$ cat src/tcp_ctrl_params.svh
`ifndef TCP_CTRL_PARAMS_SVH
`define TCP_CTRL_PARAMS_SVH

// ----------------------------------------
// Field widths
// ----------------------------------------
`define TCP_PORT_W      16
`define TCP_NUM_W       32
`define TCP_LEN_W       16

// Our side of the single connection (63256)
`define TCP_LOCAL_PORT  16'hF718

// No options, so always five 32-bit words
`define TCP_HEAD_LEN    4'd5

// ----------------------------------------
// Reply flag codes, URG ACK PSH RST SYN FIN
// ----------------------------------------
`define TCP_FLG_SYNACK  6'h12
`define TCP_FLG_RSTACK  6'h14
`define TCP_FLG_RST     6'h04
`define TCP_FLG_ACK     6'h10
`define TCP_FLG_PSHACK  6'h18
`define TCP_FLG_FINACK  6'h11

// Pacing limits
`define TCP_MAX_UNACKED 16
`define TCP_WINDOW_MIN  25000

`define TCP_FIFO_DEPTH  4

`endif

$ cat src/tcp_ctrl_pkg.sv
`default_nettype none

`include "tcp_ctrl_params.svh"

package tcp_ctrl_pkg;

	// One-hot connection state
	typedef enum logic [5:0] {
		ST_LISTEN      = 6'b00_0001,
		ST_SYN_RCVD    = 6'b00_0010,
		ST_ESTABLISHED = 6'b00_0100,
		ST_CLOSE_WAIT  = 6'b00_1000,
		ST_LAST_ACK    = 6'b01_0000,
		ST_CLOSED      = 6'b10_0000
	} tcp_state_e;

	// Flag bits in header order
	typedef struct packed {
		logic urg;
		logic ack;
		logic psh;
		logic rst;
		logic syn;
		logic fin;
	} tcp_flag_bits_t;

	// Whole code for replies, single bits for decoding
	typedef union packed {
		logic [5:0]     code;
		tcp_flag_bits_t bits;
	} tcp_flags_u;

	// Decoded received segment
	typedef struct packed {
		logic [`TCP_PORT_W-1:0] src_port;
		tcp_flags_u             flags;
		logic [`TCP_NUM_W-1:0]  seq_num;
		logic [`TCP_NUM_W-1:0]  ack_num;
		logic [`TCP_LEN_W-1:0]  data_len;
		logic [`TCP_LEN_W-1:0]  window;
	} tcp_seg_t;

	// Header fields handed to the transmit encoder
	typedef struct packed {
		logic [`TCP_PORT_W-1:0] dst_port;
		tcp_flags_u             flags;
		logic [`TCP_NUM_W-1:0]  seq_num;
		logic [`TCP_NUM_W-1:0]  ack_num;
		logic [3:0]             head_len;
		logic [`TCP_LEN_W-1:0]  data_len;
	} tcp_hdr_t;

endpackage

`default_nettype wire

$ cat src/tcp_seg_sampler.sv
`timescale 1ns/1ps
`default_nettype none

module tcp_seg_sampler (
	input  wire                         clk,
	input  wire                         rst_n,

	// Receive parser side
	input  wire                         seg_valid_i,
	input  wire tcp_ctrl_pkg::tcp_seg_t seg_i,
	output logic                        seg_rd_o,

	// Event FIFO side
	input  wire                         fifo_full_i,
	output logic                        push_o,
	output tcp_ctrl_pkg::tcp_seg_t      push_seg_o
);

	logic rd_req;

	// ----------------------------------------
	// Read pulse
	// ----------------------------------------
	// The parser holds its segment until it sees the pulse, so a read
	// is never issued two cycles in a row
	assign rd_req = seg_valid_i && !fifo_full_i && !seg_rd_o;

	always_ff @(posedge clk or negedge rst_n)
	begin
		if (!rst_n)
		begin
			seg_rd_o <= 1'b0;
		end
		else
		begin
			seg_rd_o <= rd_req;
		end
	end

	// ----------------------------------------
	// Push into the FIFO
	// ----------------------------------------
	// Segment is still held by the parser during the read cycle
	assign push_o     = seg_rd_o;
	assign push_seg_o = seg_i;

endmodule

`default_nettype wire

$ cat src/tcp_event_fifo.sv
`timescale 1ns/1ps
`default_nettype none

`include "tcp_ctrl_params.svh"

module tcp_event_fifo (
	input  wire                         clk,
	input  wire                         rst_n,
	input  wire                         push_i,
	input  wire tcp_ctrl_pkg::tcp_seg_t push_seg_i,
	input  wire                         pop_i,
	output logic                        full_o,
	output logic                        valid_o,
	output tcp_ctrl_pkg::tcp_seg_t      head_o
);

	import tcp_ctrl_pkg::*;

	localparam int DEPTH = `TCP_FIFO_DEPTH;
	localparam int PTR_W = $clog2(DEPTH);

	tcp_seg_t         mem [DEPTH];
	logic [PTR_W-1:0] wr_ptr;
	logic [PTR_W-1:0] rd_ptr;
	logic [PTR_W:0]   count;
	logic             do_push;
	logic             do_pop;

	// Wrap at DEPTH, also for depths that are not a power of two
	function automatic logic [PTR_W-1:0] ptr_inc(input logic [PTR_W-1:0] ptr);
		logic [PTR_W-1:0] nxt;
		nxt = (ptr == PTR_W'(DEPTH - 1)) ? '0 : ptr + 1'b1;
		return nxt;
	endfunction

	assign do_push = push_i && !full_o;
	assign do_pop  = pop_i && valid_o;

	// Storage
	always_ff @(posedge clk)
	begin
		if (do_push)
			mem[wr_ptr] <= push_seg_i;
	end

	// ----------------------------------------
	// Pointers and fill count
	// ----------------------------------------
	always_ff @(posedge clk or negedge rst_n)
	begin
		if (!rst_n)
		begin
			wr_ptr <= '0;
			rd_ptr <= '0;
			count  <= '0;
		end
		else
		begin
			if (do_push)
				wr_ptr <= ptr_inc(wr_ptr);
			if (do_pop)
				rd_ptr <= ptr_inc(rd_ptr);
			case ({do_push, do_pop})
				2'b10:   count <= count + 1'b1;
				2'b01:   count <= count - 1'b1;
				default: count <= count;
			endcase
		end
	end

	// Head is shown combinationally
	assign full_o  = (count == DEPTH);
	assign valid_o = (count != '0);
	assign head_o  = mem[rd_ptr];

endmodule

`default_nettype wire

$ cat src/tcp_conn_engine.sv
`timescale 1ns/1ps
`default_nettype none

`include "tcp_ctrl_params.svh"

module tcp_conn_engine (
	input  wire                         clk,
	input  wire                         rst_n,
	input  wire                         ev_valid_i,
	input  wire tcp_ctrl_pkg::tcp_seg_t ev_i,
	input  wire                         trnsmt_busy_i,
	input  wire [`TCP_LEN_W-1:0]        data_len_i,
	input  wire                         wdat_start_i,
	input  wire                         data_done_i,
	output logic                        ev_pop_o,
	output logic                        ctrl_cmd_start_o,
	output tcp_ctrl_pkg::tcp_hdr_t      hdr_o,
	output logic                        est_o,
	output logic                        window_open_o,
	output logic                        ack_seen_o,
	output logic                        ctrl_pending_o,
	output logic                        state_listen_o,
	output logic                        state_estblsh_o
);

	import tcp_ctrl_pkg::*;

	// Initial send sequence number, kept at zero
	localparam logic [`TCP_NUM_W-1:0] ISS = '0;

	tcp_state_e             state;
	tcp_state_e             state_nxt;
	logic                   reply;
	logic                   syn_rcv;
	logic                   ack_rcv;
	logic                   fin_rcv;
	logic                   rst_rcv;
	logic                   in_order;
	logic                   port_match;
	logic [`TCP_PORT_W-1:0] remote_port;
	tcp_flags_u             flags_r;
	logic [`TCP_NUM_W-1:0]  seq_r;
	logic [`TCP_NUM_W-1:0]  ack_r;
	logic [`TCP_NUM_W-1:0]  ack_next;
	logic [`TCP_NUM_W-1:0]  window_r;
	logic [`TCP_LEN_W-1:0]  data_len_r;

	// Pop only while the transmit side is quiet
	assign ev_pop_o = ev_valid_i && !ctrl_cmd_start_o && (state != ST_CLOSE_WAIT)
		&& !wdat_start_i && !trnsmt_busy_i && !data_done_i;

	assign syn_rcv    = ev_pop_o && ev_i.flags.bits.syn;
	assign ack_rcv    = ev_pop_o && ev_i.flags.bits.ack;
	assign fin_rcv    = ev_pop_o && ev_i.flags.bits.fin;
	assign rst_rcv    = ev_pop_o && ev_i.flags.bits.rst;
	assign in_order   = (ev_i.seq_num == ack_next);
	assign port_match = (ev_i.src_port == remote_port);

	// ----------------------------------------
	// Next state and reply decision
	// ----------------------------------------
	always_comb
	begin
		state_nxt = state;
		reply     = 1'b0;
		case (state)
			ST_LISTEN:
			begin
				// RST is ignored while listening
				if (!rst_rcv && (syn_rcv || ack_rcv))
					reply = 1'b1;
				if (!rst_rcv && syn_rcv && !ack_rcv)
					state_nxt = ST_SYN_RCVD;
			end
			ST_SYN_RCVD:
			begin
				if (rst_rcv)
					state_nxt = ST_LISTEN;
				else if (syn_rcv)
					state_nxt = ST_CLOSED;
				else if (ack_rcv)
					state_nxt = ST_ESTABLISHED;
			end
			ST_ESTABLISHED:
			begin
				if (rst_rcv)
				begin
					if (port_match)
						state_nxt = ST_CLOSED;
				end
				else if (fin_rcv)
					state_nxt = ST_CLOSE_WAIT;
				else if (ack_rcv && (ev_i.data_len != '0))
					reply = 1'b1;
			end
			ST_CLOSE_WAIT:
			begin
				// FIN+ACK goes out one cycle after the FIN was taken
				state_nxt = ST_LAST_ACK;
				reply     = 1'b1;
			end
			ST_LAST_ACK:
			begin
				if (rst_rcv || ack_rcv)
					state_nxt = ST_CLOSED;
			end
			ST_CLOSED:
			begin
				state_nxt = ST_LISTEN;
				if (ev_pop_o && !rst_rcv)
					reply = 1'b1;
			end
			default:
				state_nxt = ST_LISTEN;
		endcase
	end

	always_ff @(posedge clk or negedge rst_n)
	begin
		if (!rst_n)
		begin
			state            <= ST_LISTEN;
			ctrl_cmd_start_o <= 1'b0;
		end
		else
		begin
			state            <= state_nxt;
			ctrl_cmd_start_o <= reply;
		end
	end

	// ----------------------------------------
	// Header fields for the encoder
	// ----------------------------------------
	always_ff @(posedge clk or negedge rst_n)
	begin
		if (!rst_n)
		begin
			flags_r    <= '0;
			seq_r      <= '0;
			ack_r      <= '0;
			data_len_r <= '0;
		end
		else if (wdat_start_i)
		begin
			flags_r.code <= `TCP_FLG_PSHACK;
			data_len_r   <= data_len_i;
		end
		else if (data_done_i)
			seq_r <= seq_r + data_len_i;
		else if (reply)
		begin
			data_len_r <= '0;
			case (state)
				ST_LISTEN:
				begin
					if (syn_rcv && !ack_rcv)
					begin
						flags_r.code <= `TCP_FLG_SYNACK;
						seq_r        <= ISS;
						ack_r        <= ev_i.seq_num + 1'b1;
					end
					else
					begin
						flags_r.code <= `TCP_FLG_RSTACK;
						seq_r        <= ev_i.ack_num;
						ack_r        <= ev_i.seq_num;
					end
				end
				ST_ESTABLISHED:
				begin
					// Out of order data gets the previous ack number again
					flags_r.code <= `TCP_FLG_ACK;
					if (in_order)
						ack_r <= ev_i.seq_num + ev_i.data_len;
				end
				ST_CLOSE_WAIT:
					flags_r.code <= `TCP_FLG_FINACK;
				ST_CLOSED:
				begin
					if (ack_rcv)
					begin
						flags_r.code <= `TCP_FLG_RSTACK;
						seq_r        <= ev_i.ack_num;
					end
					else
					begin
						flags_r.code <= `TCP_FLG_RST;
						ack_r        <= ev_i.seq_num + ev_i.data_len;
					end
				end
				default:
					flags_r <= flags_r;
			endcase
		end
		else if (ack_rcv && (state == ST_SYN_RCVD))
			seq_r <= seq_r + 1'b1;
		else if (fin_rcv && (state == ST_ESTABLISHED))
			ack_r <= ev_i.seq_num + 1'b1;
	end

	// ----------------------------------------
	// Connection bookkeeping
	// ----------------------------------------
	always_ff @(posedge clk or negedge rst_n)
	begin
		if (!rst_n)
		begin
			remote_port <= '0;
			ack_next    <= '0;
			window_r    <= '0;
		end
		else
		begin
			if (syn_rcv && !ack_rcv && !rst_rcv && (state == ST_LISTEN))
				remote_port <= ev_i.src_port;

			if (ack_rcv && (state == ST_SYN_RCVD))
				ack_next <= ev_i.seq_num + ev_i.data_len;
			else if (ack_rcv && (state == ST_ESTABLISHED) && in_order)
				ack_next <= ev_i.seq_num + ev_i.data_len;

			// Usable window, right edge minus what we have sent
			if (ev_pop_o && (state == ST_SYN_RCVD))
				window_r <= {{(`TCP_NUM_W - `TCP_LEN_W){1'b0}}, ev_i.window};
			else if (ev_pop_o && (state == ST_ESTABLISHED))
				window_r <= ev_i.ack_num + ev_i.window - seq_r;
		end
	end

	always_comb
	begin
		hdr_o.dst_port = remote_port;
		hdr_o.flags    = flags_r;
		hdr_o.seq_num  = seq_r;
		hdr_o.ack_num  = ack_r;
		hdr_o.head_len = `TCP_HEAD_LEN;
		hdr_o.data_len = data_len_r;
	end

	// Status towards the pacer and the outside
	assign est_o           = (state == ST_ESTABLISHED);
	assign window_open_o   = (window_r > `TCP_WINDOW_MIN);
	assign ack_seen_o      = ack_rcv && (state == ST_ESTABLISHED);
	assign ctrl_pending_o  = ev_pop_o || ctrl_cmd_start_o || (state == ST_CLOSE_WAIT);
	assign state_listen_o  = (state == ST_LISTEN);
	assign state_estblsh_o = (state == ST_ESTABLISHED);

endmodule

`default_nettype wire

$ cat src/tcp_data_pacer.sv
`timescale 1ns/1ps
`default_nettype none

`include "tcp_ctrl_params.svh"

module tcp_data_pacer (
	input  wire  clk,
	input  wire  rst_n,

	// From the connection engine
	input  wire  est_i,
	input  wire  window_open_i,
	input  wire  ctrl_pending_i,
	input  wire  ack_seen_i,
	input  wire  ev_valid_i,

	// Data source and encoder
	input  wire  trnsmt_busy_i,
	input  wire  data_rdy_i,
	input  wire  tcp_wdat_stop_i,
	output logic wdat_start_o,
	output logic data_done_o
);

	localparam int MAX_UNACKED = `TCP_MAX_UNACKED;
	localparam int CNT_W       = $clog2(MAX_UNACKED + 1);

	logic [CNT_W-1:0] unacked_cnt;
	logic             lock;
	logic             start_ok;

	// Received events and control replies win over data
	assign start_ok = est_i && data_rdy_i && window_open_i
		&& (unacked_cnt < MAX_UNACKED) && !lock && !trnsmt_busy_i
		&& !ev_valid_i && !ctrl_pending_i && !data_done_o;

	// ----------------------------------------
	// Start pulse and packet lock
	// ----------------------------------------
	always_ff @(posedge clk or negedge rst_n)
	begin
		if (!rst_n)
		begin
			wdat_start_o <= 1'b0;
			lock         <= 1'b0;
			data_done_o  <= 1'b0;
		end
		else
		begin
			wdat_start_o <= start_ok;
			data_done_o  <= lock && tcp_wdat_stop_i;
			if (!est_i)
				lock <= 1'b0;
			else if (lock && tcp_wdat_stop_i)
				lock <= 1'b0;
			else if (start_ok)
				lock <= 1'b1;
		end
	end

	// Packets sent since the last ACK
	always_ff @(posedge clk or negedge rst_n)
	begin
		if (!rst_n)
			unacked_cnt <= '0;
		else if (!est_i || ack_seen_i)
			unacked_cnt <= '0;
		else if (start_ok)
			unacked_cnt <= unacked_cnt + 1'b1;
	end

endmodule

`default_nettype wire

$ cat src/tcp_controller_top.sv
`timescale 1ns/1ps
`default_nettype none

`include "tcp_ctrl_params.svh"

module tcp_controller_top (
	input  wire                         clk,
	input  wire                         rst_n,

	// Receive parser
	input  wire                         seg_valid_i,
	input  wire tcp_ctrl_pkg::tcp_seg_t seg_i,
	output wire                         seg_rd_o,

	// Data source
	input  wire                         data_rdy_i,
	input  wire [`TCP_LEN_W-1:0]        data_len_i,

	// Transmit encoder
	input  wire                         trnsmt_busy_i,
	input  wire                         tcp_wdat_stop_i,
	output wire                         ctrl_cmd_start_o,
	output wire                         tcp_wdat_start_o,
	output wire [`TCP_PORT_W-1:0]       tcp_source_port_o,
	output wire tcp_ctrl_pkg::tcp_hdr_t hdr_o,

	// Connection status
	output wire                         state_listen_o,
	output wire                         state_estblsh_o
);

	import tcp_ctrl_pkg::*;

	tcp_seg_t push_seg;
	tcp_seg_t head_seg;
	logic     push;
	logic     fifo_full;
	logic     ev_valid;
	logic     ev_pop;
	logic     est;
	logic     window_open;
	logic     ack_seen;
	logic     ctrl_pending;
	logic     data_done;

	assign tcp_source_port_o = `TCP_LOCAL_PORT;

	// ----------------------------------------
	// Receive path
	// ----------------------------------------
	tcp_seg_sampler i_sampler (
		.clk         (clk),
		.rst_n       (rst_n),
		.seg_valid_i (seg_valid_i),
		.seg_i       (seg_i),
		.seg_rd_o    (seg_rd_o),
		.fifo_full_i (fifo_full),
		.push_o      (push),
		.push_seg_o  (push_seg)
	);

	tcp_event_fifo i_fifo (
		.clk        (clk),
		.rst_n      (rst_n),
		.push_i     (push),
		.push_seg_i (push_seg),
		.pop_i      (ev_pop),
		.full_o     (fifo_full),
		.valid_o    (ev_valid),
		.head_o     (head_seg)
	);

	// ----------------------------------------
	// Connection engine and data pacing
	// ----------------------------------------
	tcp_conn_engine i_engine (
		.clk              (clk),
		.rst_n            (rst_n),
		.ev_valid_i       (ev_valid),
		.ev_i             (head_seg),
		.trnsmt_busy_i    (trnsmt_busy_i),
		.data_len_i       (data_len_i),
		.wdat_start_i     (tcp_wdat_start_o),
		.data_done_i      (data_done),
		.ev_pop_o         (ev_pop),
		.ctrl_cmd_start_o (ctrl_cmd_start_o),
		.hdr_o            (hdr_o),
		.est_o            (est),
		.window_open_o    (window_open),
		.ack_seen_o       (ack_seen),
		.ctrl_pending_o   (ctrl_pending),
		.state_listen_o   (state_listen_o),
		.state_estblsh_o  (state_estblsh_o)
	);

	tcp_data_pacer i_pacer (
		.clk             (clk),
		.rst_n           (rst_n),
		.est_i           (est),
		.window_open_i   (window_open),
		.ctrl_pending_i  (ctrl_pending),
		.ack_seen_i      (ack_seen),
		.ev_valid_i      (ev_valid),
		.trnsmt_busy_i   (trnsmt_busy_i),
		.data_rdy_i      (data_rdy_i),
		.tcp_wdat_stop_i (tcp_wdat_stop_i),
		.wdat_start_o    (tcp_wdat_start_o),
		.data_done_o     (data_done)
	);

endmodule

`default_nettype wire

$ cat config.mk
export PLATFORM = sky130hd
export DESIGN_NAME = tcp_controller_top
export DESIGN_NICKNAME = d
export VERILOG_FILES = /design/src/tcp_ctrl_pkg.sv /design/src/tcp_seg_sampler.sv /design/src/tcp_event_fifo.sv /design/src/tcp_conn_engine.sv /design/src/tcp_data_pacer.sv /design/src/tcp_controller_top.sv
export VERILOG_INCLUDE_DIRS = /design/src /design/src/src
export SDC_FILE = /design/constraint.sdc
export NUM_CORES = 1
export LEC_CHECK = 0
export BUFFER_PORTS_ARGS = -buffer_cell sky130_fd_sc_hd__buf_4
export CAP_MARGIN = 5
export CORE_MARGIN = 2
export CORE_UTILIZATION = 38
export DETAILED_ROUTE_END_ITERATION = 6
export GPL_TIMING_DRIVEN = 0
export PLACE_DENSITY = 0.65
export REMOVE_ABC_BUFFERS = 1
export SKIP_LAST_GASP = 1
export SLEW_MARGIN = 20
export SYNTH_ARGS = -nofsm -noshare
export SYNTH_HDL_FRONTEND = slang
export SYNTH_SLANG_ARGS = --single-unit
$ cat constraint.sdc
create_clock -name clk -period 8.44 [get_ports clk]
set_input_delay 1.688 -clock clk [delete_from_list [all_inputs] [get_ports clk]]
set_output_delay 1.688 -clock clk [all_outputs]
set_load 0.005 [all_outputs]
==> impl.org <==
** Outcome
- The flow ran to the end, and the final reports show no timing, DRC or antenna violations.

** Yosys
- The synthesized netlist contains 86 unique library cells.
- For this run, asynchronously set or reset flops after synthesis account for 0.288.
- In the post-synthesis netlist, the biggest area contributors are edfxtp_1 44%, dfrtp_1 15%, mux4_2 8.1%.
- Main synth FF type :: edfxtp_1
- In this run the cell area of the synthesized design comes to 31800 um2.
- For this run, the number of Yosys warnings is 0.
- The share of the Yosys chip area taken by registers is 0.586.
- Largest area contributor in the netlist :: edfxtp_1
- EDFF count, synth :: 464
- Total of flip-flops plus latches after synthesis :: approximately 650
- Mean Syn Cell Area :: 13.1 um2
- Synthesized instance count :: ~2400
- Portion of synthesized cell area occupied by the leading cell type :: 0.438

** Final layout
- Most common cell after layout, fill and taps aside :: edfxtp_1
- Final cell utilization of the core :: 0.455
- The finished layout holds 3819 standard cells, fillers aside.
- In the final design database the tool counted 2922 nets.
- Relative to the synthesized area, the layout overhead comes to 19.2%.
- After routing the design area is between 30000 and 40000 um2.
- Proportion of layout cells with a drive suffix above 1 :: 0.216
- Leaving out fill and tap cells, the most frequent cells in the layout are 464 x edfxtp_1, 244 x buf_4, 192 x nand2_1.
- The layout has 7416 filler cells.

** Detailed routing
- # DRC :: 0
- 1st-iter DRT viols :: about 1900
- Routed length per instance :: about 23 um
- Dividing the detail-routed via count by the number of cells gives between 5 and 6.
- For this run, the detailed router's first-pass iteration total came to 6.
- The routed layout has around 21000 vias.
- Post-detailed-routing wire length :: slightly below 90000 um
- Final ANT Viol Nets :: 0

** Timing
- Maximum achievable frequency :: 193 MHz
- For the pin with the worst max-slew slack, the measured transition is 1.13 ns.
- Worst setup slack after layout :: between 3 and 4 ns
- Normalized max-slew margin :: 0.242
- RSZ-0062 raised after global routing :: no
- Clock skew on the completed layout was measured at 0.0281 ns.
- Fin crit share :: 0.615
- Number of failing setup endpoints in the final timing report :: 0
- The final-report hold violation count is 0.
- The max-slew violation count is 0.
- Final worst path period need :: ~5.2 ns

** Worst setup path
- The worst setup path is launched from an input pin.
- The number of cells on the worst reg-to-reg path is 11.
- STA classifies the critical path endpoint as a flop.
- Required time of the critical path :: ~8.9 ns
- The setup path with the least slack is of type input pin to flop.
- STA puts the critical path data arrival time at 5.63 ns.
- Of all nets on the critical path, the largest fanout is 17.

** Pwr
- For this design the static power due to leakage is about 14 nW.
- Across the VDD grid, the largest voltage drop is 260 uV.
- In this run the power density over the cells is 427 nW/um2.

** Min path
- Number of cells on the worst hold path :: 2
- In this run the worst hold path is classified as flop to flop.

** Clock network
- # Post-CTS Setup Buffers :: 0
- Buffer depth of the longest clock path :: 3
- Clock tree from TritonCTS :: yes
- The clock drives approximately 650 sinks.
- In this run the number of H-tree levels came out at 3.
- Post-CTS sizing :: 0
- Hold repair after CTS inserted 0 buffers.
- Clock Latency Late Sink :: 0.62 ns
- Number of buffers created by CTS :: 75
- Clock Tree Root :: clkbuf_16
- Clock transition at the registers of the reported paths :: about 0.060 ns

** Global route
- The initial antenna violation count is 3.
- Via count of the first global-routing pass :: about 22000
- Global route overflow :: 0
- Entering global routing, the biggest net connects 95 pins.
- The first global-routing pass estimated ~130000 um of wire.
- All-Layer GR Usage :: 0.201

** Die
- X dimension of the die :: 293 um
- Vert. Die Dim :: approximately 290 um
- Initial core utilization :: 0.382
- For this design the top-level I/O count stands at 267.
- The core region is between 80000 and 90000 um2.
- Die area :: between 80000 and 90000 um2
- Number of standard-cell rows in the floorplan :: between 100 and 150

** Placed design
- At the end of routability-driven placement, the weighted congestion stood at 0.867.
- After legalization and detailed placement, the total HPWL measured ~60000 um.
- Placement-stage worst setup slack :: 2.68 ns
- Cell Area, Placed :: between 30000 and 40000 um2
- Placed Cells :: 3678
- Number of buffers inserted by port buffering :: between 200 and 250

** Flow run
- Across the run, the number of max-cap violations was 0.
-- worst paths after layout --
kind                                            startpoint                                  to  slack, ns
max in group asynchronous                            rst_n   i_engine.ack_next[26]$_DFFE_PN0P_       6.28
hold / removal             i_engine.flags_r[3]$_DFFE_PN0P_     i_engine.flags_r[3]$_DFFE_PN0P_       0.48
setup reg to reg              i_fifo.rd_ptr[0]$_DFFE_PN0P_      i_engine.seq_r[17]$_DFFE_PN0P_       3.32
setup / recovery                             trnsmt_busy_i      i_engine.seq_r[17]$_DFFE_PN0P_       3.25
hold reg to reg            i_engine.flags_r[3]$_DFFE_PN0P_     i_engine.flags_r[3]$_DFFE_PN0P_       0.48
min in group asynchronous                            rst_n  i_engine.data_len_r[5]$_DFFE_PN0P_       0.92
-- critical path: stages --
cell and delay, ns:
buf_4 0.13, or4_1 0.55, nor2_1 0.18, nand2_1 0.21, inv_2 0.36, nand2_1 0.09
nor2_1 0.66, a21oi_1 0.53, and2_1 0.62, a22o_1 0.37, mux2i_1 0.12, o311ai_1 0.11
-- stage by stage --
step                total power [mW]  hold slack, ns  setup TNS, ns
finish                          16.2           0.482              0
global route                    17.3           0.514              0
CTS                             16.3           0.482              0
detailed placement              12.8           0.469              0
global placement                12.7           0.464        -621.36
floorplan                       10.3           0.441          -2.37
-- synthesized netlist by cell type (all sizes together) (46+ instances only) --
master  number
edfxtp     464
nand2      193
dfrtp      187
o21ai      141
nor2       134
inv        117
mux4       115
a21oi      110
xnor2      104
ha          88
buf         62
nand3       61
clkbuf      58
nor3        49
mux2        46
-- power breakdown --
| group | leakage (nW) | switching [mW] | internal, mW |
|---|---|---|---|
| clock network | 1.25 | 1.31 | 2.06 |
| logic | 6.45 | 4.76 | 3.48 |
| registers | 6.65 | 0.466 | 4.13 |
| total | 14.3 | 6.54 | 9.67 |
-- per-layer routing --
metal | global-route usage | vias to the layer above | part of all wire | routed length, um
met5 | 0 | - | 0.00012 | 10
met4 | 0.0693 | 2 | 0.031 | 2670
met3 | 0.0436 | 165 | 0.066 | 5720
met2 | 0.344 | 779 | 0.50 | 43300
met1 | 0.253 | 10900 | 0.40 | 35000
li1 | - | 9667 | - | -
-- layout make-up --
class                   instances  area (um2)  area share
flip-flops and latches        652       18600       0.492
multi-input cells            1552       12300       0.324
repair buffers                276        2600      0.0685
clock buffers                  96        2090      0.0551
well taps                    1080        1350      0.0356
clock inverters                42         483      0.0127
inverters                     118         443      0.0117
diodes                          3        7.51    0.000198
-- logic make-up after synthesis --
group           count (synthesis)  synth area share
flops                         652             0.586
other cells                     2          0.000236
buf+inv                       238            0.0327
compound gates                479            0.0968
mux                           180             0.104
fa+ha+maj                     107            0.0466
simple gates                  622            0.0946
xor+xnor                      143            0.0394
-- state kept, by name (all words and copies together) (netlist names) --
name / cells
i_engine.ack_next: 32
i_engine.ack_r: 32
i_engine.ctrl_cmd_start_o: 1
i_engine.data_len_r: 16
i_engine.flags_r: 5
i_engine.remote_port: 16
i_engine.seq_r: 32
i_engine.state: 6
i_engine.window_r: 32
i_fifo.count: 3
i_fifo.mem: 464
i_fifo.rd_ptr: 2
i_fifo.wr_ptr: 2
i_pacer.data_done_o: 1
i_pacer.lock: 1
i_pacer.unacked_cnt: 5
i_pacer.wdat_start_o: 1
i_sampler.push_o: 1
No activity file was read; power rests on OpenSTA's default activity.
